**config.mk**
```make
export PLATFORM = sky130hd
export DESIGN_NAME = pinballTop
export DESIGN_NICKNAME = d
export VERILOG_FILES = /design/src/logic/videoPkg.sv /design/src/logic/pinballPkg.sv /design/src/logic/scanGenerator.sv /design/src/logic/sceneRenderer.sv /design/src/logic/ballRenderer.sv /design/src/logic/collisionDetector.sv /design/src/logic/scoreKeeper.sv /design/src/logic/pinballTop.sv
export SDC_FILE = /design/constraint.sdc
export NUM_CORES = 1
export LEC_CHECK = 0
export BUFFER_PORTS_ARGS = -buffer_cell sky130_fd_sc_hd__buf_4
export CAP_MARGIN = 20
export CELL_PAD_IN_SITES_DETAIL_PLACEMENT = 1
export CELL_PAD_IN_SITES_GLOBAL_PLACEMENT = 1
export CORE_MARGIN = 3
export CORE_UTILIZATION = 48
export CTS_BUF_LIST = sky130_fd_sc_hd__clkbuf_2
export CTS_CLUSTER_DIAMETER = 30
export DETAILED_ROUTE_END_ITERATION = 12
export PLACE_DENSITY_LB_ADDON = 0.1
export REMOVE_ABC_BUFFERS = 1
export SYNTH_ARGS = -nofsm -noshare
export SYNTH_HDL_FRONTEND = slang
export SYNTH_SLANG_ARGS = --single-unit
```
**constraint.sdc**
```tcl
create_clock -name clk -period 7.5 [get_ports clk]
set_input_delay 0.75 -clock clk [delete_from_list [all_inputs] [get_ports clk]]
set_output_delay 0.75 -clock clk [all_outputs]
set_load 0.02 [all_outputs]
```
**src/logic/videoPkg.sv**
```systemverilog
`default_nettype none

package videoPkg;
	localparam int coordWidth = 10;

	typedef logic [coordWidth-1:0] coord;

	typedef struct packed {
		coord column;
		coord row;
	} screenPos;

	// The floor line with the gap. The ball and the scene both depend on it.
	function automatic int floorRowOf(int screenHeight);
		return screenHeight - screenHeight / 6;
	endfunction

	function automatic int springLeftOf(int screenWidth);
		return screenWidth - screenWidth / 8;
	endfunction

	function automatic int springTopOf(int screenHeight);
		return floorRowOf(screenHeight) - screenHeight / 16;
	endfunction
endpackage

`default_nettype wire

```
**src/logic/pinballPkg.sv**
```systemverilog
`default_nettype none

package pinballPkg;
	localparam int scoreWidth = 16;
	localparam int livesWidth = 4;
	localparam int goodPoints = 10;
	localparam int badPoints = 5;
	localparam int bumperPoints = 1;
	localparam int startLives = 3;
	localparam int maxLives = 9;

	// High while the current pixel belongs to the layer.
	typedef struct packed {
		logic frame;
		logic flipper;
		logic obstacle;
		logic spring;
		logic bumper;
		logic bottom;
		logic credit;
		logic scoreCell; // Good half of the obstacle cells.
	} drawLayers;

	typedef struct packed {
		logic ballFrame;
		logic ballFlipper;
		logic flipperFrame;
		logic ballObstacle;
		logic obstacleGood;
		logic obstacleBad;
		logic ballSpring;
		logic ballBumper;
		logic ballBottom;
		logic ballCredit;
	} collisionFlags;

	typedef enum logic [1:0] {waitLaunch, playing, gameOver} gameState;
endpackage

`default_nettype wire

```
**src/logic/scanGenerator.sv**
```systemverilog
`default_nettype none
`timescale 1ns/1ps

module scanGenerator import videoPkg::*; #(
	parameter int screenWidth = 640,
	parameter int screenHeight = 480
) (
	input logic clk,
	input logic resetN,
	output screenPos pixel,
	output logic frameStart
);
	logic lastColumn;
	logic lastRow;

	assign lastColumn = pixel.column == coordWidth'(screenWidth - 1);
	assign lastRow = pixel.row == coordWidth'(screenHeight - 1);

	always_ff @(posedge clk or negedge resetN) begin
		if (!resetN) begin
			pixel <= '0;
		end else if (lastColumn) begin
			pixel.column <= '0;
			if (lastRow)
				pixel.row <= '0;
			else
				pixel.row <= pixel.row + 1'b1;
		end else begin
			pixel.column <= pixel.column + 1'b1;
		end
	end

	// One cycle per frame, at the top-left pixel.
	assign frameStart = pixel.column == '0 && pixel.row == '0;
endmodule

`default_nettype wire

```
**src/logic/sceneRenderer.sv**
```systemverilog
`default_nettype none
`timescale 1ns/1ps

module sceneRenderer import videoPkg::*, pinballPkg::*; #(
	parameter int screenWidth = 640,
	parameter int screenHeight = 480
) (
	input screenPos pixel,
	input logic flipperUp,
	output drawLayers layers
);
	localparam int floorRow = floorRowOf(screenHeight);
	localparam int gapLeft = screenWidth * 3 / 8;
	localparam int gapRight = screenWidth * 5 / 8; // First column past the gap.
	localparam int cellWidth = screenWidth / 8;
	localparam int obstacleLeft = screenWidth / 8;
	localparam int obstacleRight = screenWidth - screenWidth / 8;
	localparam int obstacleTop = screenHeight / 4;
	localparam int obstacleBottom = obstacleTop + screenHeight / 16;
	localparam int springLeft = springLeftOf(screenWidth);
	localparam int springTop = springTopOf(screenHeight);

	coord cellOffset;
	coord cellIndex;
	coord cellPhase;

	// True while the pixel lies in columns [left, right) and rows [top, bottom).
	function automatic logic inBox(screenPos p, int left, int right, int top, int bottom);
		return p.column >= left && p.column < right && p.row >= top && p.row < bottom;
	endfunction

	assign cellOffset = pixel.column - coordWidth'(obstacleLeft);
	assign cellIndex = cellOffset / coordWidth'(cellWidth);
	assign cellPhase = cellOffset % coordWidth'(cellWidth);

	always_comb begin
		layers.frame = pixel.row == 0
			|| (pixel.row <= floorRow && (pixel.column == 0 || pixel.column == screenWidth - 1))
			|| (pixel.row == floorRow && (pixel.column < gapLeft || pixel.column >= gapRight));
		// The flipper reaches one pixel into the floor on each side of the gap.
		layers.flipper = flipperUp
			&& inBox(pixel, gapLeft - 1, gapRight + 1, floorRow - 1, floorRow + 1);
		layers.obstacle = inBox(pixel, obstacleLeft, obstacleRight, obstacleTop, obstacleBottom)
			&& cellPhase < cellWidth - 2;
		layers.spring = inBox(pixel, springLeft, screenWidth - 1, springTop, floorRow);
		layers.bumper = inBox(pixel, screenWidth / 2 - screenWidth / 16,
			screenWidth / 2 + screenWidth / 16, screenHeight / 2 - screenHeight / 24,
			screenHeight / 2 + screenHeight / 24);
		layers.bottom = inBox(pixel, gapLeft, gapRight, floorRow + 4, screenHeight);
		layers.credit = inBox(pixel, screenWidth / 8, screenWidth / 8 + screenWidth / 16,
			screenHeight / 12, screenHeight / 12 + screenHeight / 24);
		layers.scoreCell = layers.obstacle && !cellIndex[0]; // Even cells score.
	end
endmodule

`default_nettype wire

```
**src/logic/ballRenderer.sv**
```systemverilog
`default_nettype none
`timescale 1ns/1ps

module ballRenderer import videoPkg::*, pinballPkg::*; #(
	parameter int screenWidth = 640,
	parameter int screenHeight = 480
) (
	input logic clk,
	input logic resetN,
	input screenPos pixel,
	input logic frameStart,
	input collisionFlags hits,
	input gameState state,
	input logic launch,
	output logic drawBall
);
	localparam int ballSize = 2;
	localparam int edgeMargin = 4;
	localparam int floorRow = floorRowOf(screenHeight);
	localparam screenPos parkPos = '{
		column: coordWidth'(springLeftOf(screenWidth) + 2),
		row: coordWidth'(springTopOf(screenHeight) - ballSize)
	};

	screenPos ball;
	logic dirRight;
	logic dirDown;
	logic moving;
	logic stickyFrame;
	logic stickyVert;
	logic stickyBottom;
	logic hitFrame;
	logic hitVert;
	logic hitBottom;
	logic nearSide;
	logic nearRowEdge;
	logic nextRight;
	logic nextDown;
	logic park;
	coord dx;
	coord dy;

	assign hitFrame = stickyFrame || hits.ballFrame;
	assign hitVert = stickyVert || hits.ballFlipper || hits.ballBumper || hits.ballObstacle;
	assign hitBottom = stickyBottom || hits.ballBottom;

	assign nearSide = ball.column < edgeMargin || ball.column > screenWidth - edgeMargin - ballSize;
	assign nearRowEdge = ball.row < edgeMargin || ball.row > floorRow - edgeMargin;

	always_comb begin
		nextRight = dirRight;
		nextDown = dirDown;
		if (hitVert)
			nextDown = !dirDown;
		// Frame bounces always head away from the wall that was hit.
		if (hitFrame && nearSide)
			nextRight = ball.column < screenWidth / 2;
		if (hitFrame && (nearRowEdge || !nearSide))
			nextDown = ball.row < screenHeight / 2;
	end

	assign park = state != playing || (frameStart && hitBottom);

	always_ff @(posedge clk or negedge resetN) begin
		if (!resetN) begin
			ball <= parkPos;
			dirRight <= 1'b0;
			dirDown <= 1'b0;
			moving <= 1'b0;
			stickyFrame <= 1'b0;
			stickyVert <= 1'b0;
			stickyBottom <= 1'b0;
		end else if (park) begin
			ball <= parkPos; // Up and left is the launch direction.
			dirRight <= 1'b0;
			dirDown <= 1'b0;
			moving <= 1'b0;
			stickyFrame <= 1'b0;
			stickyVert <= 1'b0;
			stickyBottom <= 1'b0;
		end else if (frameStart) begin
			stickyFrame <= 1'b0;
			stickyVert <= 1'b0;
			stickyBottom <= 1'b0;
			moving <= moving || launch;
			if (moving) begin
				ball.column <= nextRight ? ball.column + 1'b1 : ball.column - 1'b1;
				ball.row <= nextDown ? ball.row + 1'b1 : ball.row - 1'b1;
				dirRight <= nextRight;
				dirDown <= nextDown;
			end
		end else begin
			stickyFrame <= hitFrame;
			stickyVert <= hitVert;
			stickyBottom <= hitBottom;
			moving <= moving || launch;
		end
	end

	assign dx = pixel.column - ball.column;
	assign dy = pixel.row - ball.row;
	assign drawBall = dx < ballSize && dy < ballSize;
endmodule

`default_nettype wire

```
**src/logic/collisionDetector.sv**
```systemverilog
`default_nettype none
`timescale 1ns/1ps

module collisionDetector import pinballPkg::*; (
	input logic clk,
	input logic resetN,
	input logic frameStart,
	input logic drawBall,
	input drawLayers layers,
	output collisionFlags hits
);
	// Pairs tracked once per frame. Good and bad obstacle hits come from ballObstacle.
	typedef struct packed {
		logic ballFrame;
		logic ballFlipper;
		logic flipperFrame;
		logic ballObstacle;
		logic ballSpring;
		logic ballBumper;
		logic ballBottom;
		logic ballCredit;
	} pairSet;

	pairSet overlap;
	pairSet seen;
	pairSet seenThisFrame;
	pairSet first;

	assign overlap.ballFrame = drawBall && layers.frame;
	assign overlap.ballFlipper = drawBall && layers.flipper;
	assign overlap.flipperFrame = layers.flipper && layers.frame; // No ball involved.
	assign overlap.ballObstacle = drawBall && layers.obstacle;
	assign overlap.ballSpring = drawBall && layers.spring;
	assign overlap.ballBumper = drawBall && layers.bumper;
	assign overlap.ballBottom = drawBall && layers.bottom;
	assign overlap.ballCredit = drawBall && layers.credit;

	// The frameStart pixel already belongs to the new frame.
	assign seenThisFrame = frameStart ? pairSet'('0) : seen;
	assign first = overlap & ~seenThisFrame;

	always_ff @(posedge clk or negedge resetN) begin
		if (!resetN) begin
			seen <= '0;
		end else begin
			seen <= seenThisFrame | overlap; // A set wins over the frame clear.
		end
	end

	assign hits.ballFrame = first.ballFrame;
	assign hits.ballFlipper = first.ballFlipper;
	assign hits.flipperFrame = first.flipperFrame;
	assign hits.ballObstacle = first.ballObstacle;
	assign hits.obstacleGood = first.ballObstacle && layers.scoreCell;
	assign hits.obstacleBad = first.ballObstacle && !layers.scoreCell;
	assign hits.ballSpring = first.ballSpring;
	assign hits.ballBumper = first.ballBumper;
	assign hits.ballBottom = first.ballBottom;
	assign hits.ballCredit = first.ballCredit;
endmodule

`default_nettype wire

```
**src/logic/scoreKeeper.sv**
```systemverilog
`default_nettype none
`timescale 1ns/1ps

module scoreKeeper import pinballPkg::*; (
	input logic clk,
	input logic resetN,
	input collisionFlags hits,
	input logic launch,
	output logic [scoreWidth-1:0] score,
	output logic [livesWidth-1:0] lives,
	output gameState state
);
	logic [scoreWidth:0] raised;
	logic [scoreWidth-1:0] scoreNext;

	always_comb begin
		raised = {1'b0, score};
		if (hits.obstacleGood)
			raised = raised + (scoreWidth + 1)'(goodPoints);
		if (hits.ballBumper)
			raised = raised + (scoreWidth + 1)'(bumperPoints);
		if (raised[scoreWidth])
			scoreNext = '1; // Hold at the top instead of wrapping.
		else if (hits.obstacleBad && raised[scoreWidth-1:0] < badPoints)
			scoreNext = '0;
		else if (hits.obstacleBad)
			scoreNext = raised[scoreWidth-1:0] - scoreWidth'(badPoints);
		else
			scoreNext = raised[scoreWidth-1:0];
	end

	always_ff @(posedge clk or negedge resetN) begin
		if (!resetN) begin
			state <= waitLaunch;
			score <= '0;
			lives <= livesWidth'(startLives);
		end else begin
			case (state)
				waitLaunch: if (launch) state <= playing;
				playing: begin
					score <= scoreNext;
					if (hits.ballBottom) begin
						lives <= lives - 1'b1;
						state <= lives == livesWidth'(1) ? gameOver : waitLaunch;
					end else if (hits.ballCredit && lives < maxLives) begin
						lives <= lives + 1'b1;
					end
				end
				gameOver: if (launch) begin
					score <= '0;
					lives <= livesWidth'(startLives);
					state <= waitLaunch;
				end
				default: state <= waitLaunch;
			endcase
		end
	end
endmodule

`default_nettype wire

```
**src/logic/pinballTop.sv**
```systemverilog
`default_nettype none
`timescale 1ns/1ps

module pinballTop import videoPkg::*, pinballPkg::*; #(
	parameter int screenWidth = 640,
	parameter int screenHeight = 480
) (
	input logic clk,
	input logic resetN,
	input logic launch,
	input logic flipperUp,
	output logic frameStart,
	output drawLayers layers,
	output logic drawBall,
	output collisionFlags collisions,
	output logic [scoreWidth-1:0] score,
	output logic [livesWidth-1:0] lives,
	output gameState state
);
	screenPos pixel;

	scanGenerator #(.screenWidth(screenWidth), .screenHeight(screenHeight)) scan (
		.clk(clk),
		.resetN(resetN),
		.pixel(pixel),
		.frameStart(frameStart)
	);

	sceneRenderer #(.screenWidth(screenWidth), .screenHeight(screenHeight)) scene (
		.pixel(pixel),
		.flipperUp(flipperUp),
		.layers(layers)
	);

	ballRenderer #(.screenWidth(screenWidth), .screenHeight(screenHeight)) ball (
		.clk(clk),
		.resetN(resetN),
		.pixel(pixel),
		.frameStart(frameStart),
		.hits(collisions),
		.state(state),
		.launch(launch),
		.drawBall(drawBall)
	);

	collisionDetector detector (
		.clk(clk),
		.resetN(resetN),
		.frameStart(frameStart),
		.drawBall(drawBall),
		.layers(layers),
		.hits(collisions)
	);

	scoreKeeper keeper (
		.clk(clk),
		.resetN(resetN),
		.hits(collisions),
		.launch(launch),
		.score(score),
		.lives(lives),
		.state(state)
	);
endmodule

`default_nettype wire

```
# After elaboration in Yosys (flattened, before gate mapping)
# Index checks and enable logic that the tools add are counted.
dict set report op_classes {
  n_addsub 14
  multipliers 0
  div 2
  n_lt_le_gt_ge 37
  eq_ne 11
  shifts 0
  n_mux 40
  n_bitwise 3
  reduce_logical 68
}
# op count
set op_table {}
lappend op_table {{10-bit by 9-bit < comparator with 1-bit output, second input constant} 8}
lappend op_table {{16-bit two-way mux} 4}
lappend op_table {{20-bit two-way mux} 3}
lappend op_table {{10-bit by 9-bit greater-or-equal comparator with 1-bit output, second input constant} 5}
lappend op_table {{10-bit by 1-bit adder with 10-bit output, second input constant} 4}
lappend op_table {{1-bit logical AND} 40}
lappend op_table {{10-bit two-way mux} 4}
lappend op_table {{17-bit two-way mux} 2}
lappend op_table {{16-bit case mux with 2 select lines} 1}
lappend op_table {{10-bit by 8-bit greater-or-equal comparator with 1-bit output, second input constant} 3}
lappend op_table {{10-bit by 8-bit < comparator with 1-bit output, second input constant} 3}
lappend op_table {{10-bit by 9-bit equality test with 1-bit output, second input constant} 2}
lappend op_table {{10-bit by 7-bit greater-or-equal comparator with 1-bit output, second input constant} 2}
lappend op_table {{10-bit zero test} 2}
lappend op_table {{10-bit < comparator, second input constant} 2}
lappend op_table {{10-bit by 2-bit < comparator with 1-bit output, second input constant} 2}
lappend op_table {{10-bit by 3-bit < comparator with 1-bit output, second input constant} 2}
lappend op_table {{10-bit by 7-bit < comparator with 1-bit output, second input constant} 2}
lappend op_table {{10-bit by 1-bit subtractor with 10-bit output, second input constant} 2}
lappend op_table {{10-bit subtractor} 2}
lappend op_table {{16-bit by 4-bit adder with 17-bit output, second input constant} 1}
lappend op_table {{17-bit by 1-bit adder with 17-bit output, second input constant} 1}
lappend op_table {{16-bit by 3-bit < comparator with 1-bit output, second input constant} 1}
lappend op_table {{1-bit two-way mux} 16}
lappend op_table {{34 further kinds} 61}
dict set report totals {
  reg_bits 76
  latch_bits 0
  ram_bits 0
  romBits 0
  in_bits 4
  output_inout_bits 42
  wordCells 196
  memories 0
}

# Longest topological paths before layout
dict set report depth {
  word_depth 16
  depth_mapped 30
  depth_no_buf 29
}

# Hierarchy
# Synthesis repeated with hierarchy kept, for this count alone.
dict set report unflattened {
  hier_cells 973
  area_unflattened_um2 7897.6
}
# module n_inst cells_per_inst area_per_inst_um2 seq_area_each_um2
set by_module_without_submodules {}
lappend by_module_without_submodules {ballRenderer 1 324 2636.3 660.6}
lappend by_module_without_submodules {scoreKeeper 1 303 2577.5 553.0}
lappend by_module_without_submodules {sceneRenderer 1 194 1267.5 0.0}
lappend by_module_without_submodules {scanGenerator 1 108 1039.7 500.5}
lappend by_module_without_submodules {collisionDetector 1 44 376.6 200.2}

# Worst setup path after synthesis
# OpenSTA, ideal clock, no wires.
dict set report synth_path {
  path_type {register to register}
  from {register ball.ball[11] (netlist name)}
  to {register ball.ball[9] (netlist name)}
  setup_time_ps 128
  t_arrival_ps 6286
  required_ps 7372
  setup_slack_ps 1085
  path_stages_with_launch 29
  n_path_buf 1
  path_cell_list {dfstp_2 -> inv_1 -> fa_1 -> a21oi_1 -> nor4_1 -> or4_1 -> nor4_1 -> nand4_1 -> or3b_1 -> clkbuf_1 -> nor3_1 -> nor4_1 -> xnor2_1 -> mux2i_1 -> ha_1 -> a21o_1 -> a21oi_1 -> nor2b_1 -> nor2_1 -> nor2_1 -> o21ai_0 -> nand2b_1 -> a21oi_1 -> o21bai_1 -> a21oi_1 -> xnor2_1 -> o21ai_0 -> nand2_1 -> o21ai_0}
}
# element line
set synth_lines {}
lappend synth_lines {{start: declaration} ballRenderer.sv:25} ;# screenPos ball;
lappend synth_lines {{start signal: assignment} ballRenderer.sv:66} ;# ball <= parkPos;
lappend synth_lines {{start signal: assignment} ballRenderer.sv:74} ;# ball <= parkPos;

# Final worst setup path
dict set report layout_path {
  from {register, netlist name scan.pixel[15]}
  to {register ball.ball[9] (netlist name)}
}
dict set report layout_between {
  elab_chain_cells 16
  word_cells_on_any_way 64
  classes_between {add/sub: 2; div: 1; order compare: 12; eq/ne: 1; mux: 7; bitwise: 2; reduce/logical: 39}
}
# element
set layout_rtl {}
lappend layout_rtl {{parallel branches: the longest is 16 deep, another holds 10-bit by 7-bit subtractor with 10-bit output}}
# Several ways; the timed one is not identified. The select of a mux whose other input is x is not followed.
# A chain may end at the register's enable or synchronous reset.

==> flow_metrics.env <==
export IMPL_grt_pass1_wl_mm=42.8
export IMPL_synth_seq_area_share=0.246
export IMPL_buffer_ports_inserted=45
export IMPL_rsz0062_at_grt="no"
export IMPL_clock_sinks=76
export IMPL_crit_required_ns=8.04
export IMPL_synthToLayoutAreaGrowth_pct=8.28
export IMPL_slowest_cell_on_crit_path="dfrtp_1"
export IMPL_worstSetupStartpointType="flop"
export IMPL_run_status="finished clean"
export IMPL_synthFlopType="dfrtp_1"
export IMPL_via_per_inst=6.41
export IMPL_critical_hold_path_startpoint="launch"
export IMPL_floorplan_core_area_sq_um=15500
export IMPL_synth_enable_flop_cells=0
export IMPL_max_cap_viol_count=0
export IMPL_detail_route_first_pass_iterations=5
export IMPL_floorplan_rows=45
export IMPL_final_instance_count_excl_fill=1232
export IMPL_finalNetCount=1075
export IMPL_critical_path_class="flop to flop"
export IMPL_io_pins=46
export IMPL_critical_path_arrival_ns=7.34
export IMPL_nFillCells=2014
export IMPL_placed_cells_incl_taps=1213
export IMPL_vdd_drop_max_v=0.0000920
export IMPL_p_leak_uw=0.00365
export IMPL_min_delay_path_class="input pin to flop"
export IMPL_grt_pass1_vias=7827
export IMPL_yosysWarningCount=0
export IMPL_die_w_um=133
export IMPL_synth_area_per_inst_sq_um=7.81
export IMPL_cts_tree="done"
export IMPL_post_route_min_period_ns=6.80
export IMPL_mappedNetlistArea_sq_um=7780
export IMPL_netlist_instances=996
export IMPL_worst_r2r_startpoint="scan.pixel[15]"
export IMPL_timing_fmax_mhz=147
export IMPL_maximum_number_of_pins_on_one_net_before_global_route_repair=77
export IMPL_start_util=0.501
export IMPL_drc=0
export IMPL_critical_path_reg2reg_endpoint="ball.ball[9]"
export IMPL_crit_end="ball.ball[9]"
export IMPL_seqCellArea_sq_um=1910
export IMPL_timing_critical_path_to_type="flop"
export IMPL_synth_async_sr_flop_share=1.00
export IMPL_wl_per_cell_um=21.3
export IMPL_cts_repair_resize_count=0
export IMPL_clock_tree_root_cell="clkbuf_2"
export IMPL_number_of_storage_elements_in_the_synthesis_netlist=76
export IMPL_netlist_cell_type_count=87
export IMPL_dp_final_hpwl_mm=20.0
export IMPL_multi_input_comb_area_sq_um=5430
export IMPL_setup_violations=0
export IMPL_hold_violations=0
export IMPL_overflow=0
export IMPL_fin_skew_ns=0.0474
export IMPL_maxSlewHeadroom=0.322
export IMPL_worst_r2r_path_depth=29
export IMPL_layout_drive_gt1_share=0.117
export IMPL_cts_buffer_depth=2
export IMPL_routed_via_count=7902
export IMPL_grt_usage=0.296
export IMPL_drt_total_wl_mm=26.2
export IMPL_routabilityCongestion=0.951
export IMPL_die_h_um=133
export IMPL_dieArea_sq_um=17800
export IMPL_critical_path_startpoint="scan.pixel[15]"
export IMPL_crit_path_max_incr_delay_ns=0.62
export IMPL_cellPowerDensity_nw_per_um2=118
export IMPL_tritoncts_num_buffers=9
export IMPL_grt_antenna_before_repair=1
export IMPL_timing_setup_tns_ns=0
export IMPL_worst_skew_late_latency_ns=0.62
export IMPL_route_antenna_remaining_nets=0
export IMPL_crit_path_max_fanout=16
export IMPL_final_max_slew_violation_count=0
export IMPL_cts_reportedPaths_clkPinSlew_ns=0.26
export IMPL_htreeDepth=3
export IMPL_dr_first_iter_drc_count=504
export IMPL_timing_final_crit_share=0.907
export IMPL_reg2reg_slack_ns=0.70
export IMPL_actual_slew_at_the_worst_max_slew_pin_ns=1.01
-- routing by layer --
layer  global-route usage  routed length, um  up-vias
li1                     -                  -     3718
met4               0.0703                441        0
met5                    0                  0        -
met1                0.409              12000     3908
met2                0.477              12000      244
met3               0.0585               1840       32
-- cell type report --
cell class / instances / area share
Sequential cell: 76 / 0.227
Multi-Input combinational cell: 807 / 0.644
Inverter: 62 / 0.0276
Timing Repair Buffer: 59 / 0.0552
Antenna cell: 1 / 0.000297
Clock inverter: 7 / 0.00906
Tap cell: 211 / 0.0313
Clock buffer: 9 / 0.00535
-- timing repair --
action	CTS	global route
setup buffers	0	0
hold buffers	0	1
endpoints found under the hold margin	0	5
-- synthesized netlist by cell type (all sizes together) (19+ instances only) --
| cell | instances | area, sq um |
|---|---|---|
| nand4 | 26 | 163 |
| inv | 61 | 229 |
| dfrtp | 66 | 1650 |
| ha | 52 | 651 |
| nor3 | 33 | 165 |
| nor4 | 24 | 150 |
| nor2 | 81 | 307 |
| xnor2 | 38 | 333 |
| a21oi | 62 | 322 |
| nand2 | 76 | 285 |
| o21ai | 65 | 329 |
| clkbuf | 41 | 154 |
| nand3 | 27 | 135 |
| xor2 | 26 | 235 |
| nor2b | 19 | 119 |
-- report_power, final --
group	switching [uW]	internal [uW]
combinational	178	92.0
sequential	33.8	434
clock	179	79.7
-- layout by cell type (no fill, tap or decap), drive strengths merged, types with 19 or more instances in the layout --
master / instances
xor2: 26
nor2: 81
nand2: 76
nand4: 26
nor4: 24
xnor2: 38
o21ai: 65
dfrtp: 66
nand3: 27
nor2b: 19
a21oi: 62
ha: 52
inv: 62
buf: 58
nor3: 33
-- how the worst min path moves through the flow --
stage	slack, ns	endpoint	depth (start not counted)
after floorplan	0.43	detector.seen[1]	2
after global routing	0.42	ball.moving	2
after CTS	0.31	detector.seen[0]	1
final	0.43	keeper.score[15]	4
after global placement	0.44	detector.seen[1]	2
after detailed placement	0.46	detector.seen[1]	2
-- metrics by stage --
step | hold slack (ns) | power [uW] | utilization | setup slack, ns | cell area [sq um]
after floorplan | 0.426 | 632 | - | 1.15 | 7570
after global placement | 0.439 | 730 | 0.532 | 0.933 | 8270
after detailed placement | 0.461 | 738 | 0.532 | 0.810 | 8270
after CTS | 0.305 | 992 | 0.540 | 0.782 | 8390
after global routing | 0.424 | 1050 | 0.542 | 0.167 | 8430
final | 0.434 | 996 | 0.542 | 0.696 | 8430
-- critical path, delay by kind of cell (launching register included) --
family,cells,cell delay [ns]
xor+xnor,2,0.37
simple gates,11,2.21
flops,1,0.62
buf+inv,3,0.66
mux,1,0.10
compound gates,10,1.96
fa+ha+maj,2,0.79
-- cells by family (layout without fill, tap and decap cells) --
logic type	Yosys count	count (layout)	share of synthesized area
muxes	14	14	0.0185
buffers and inverters	113	137	0.0568
xor gates and xnor gates	64	64	0.0730
and+or+nand+nor	397	397	0.274
other	0	1	0
adders and majority gates	56	56	0.0939
DFF	76	76	0.246
AOI/OAI and AO/OA	276	276	0.238
-- flip-flops by register name, summed over array words and instances, names as in the netlist, 2 cells and up --
signal	cells
keeper.state	2
detector.seen	8
scan.pixel	20
keeper.score	16
keeper.lives	4
ball.ball	20
(Power assumes the default switching activity.)
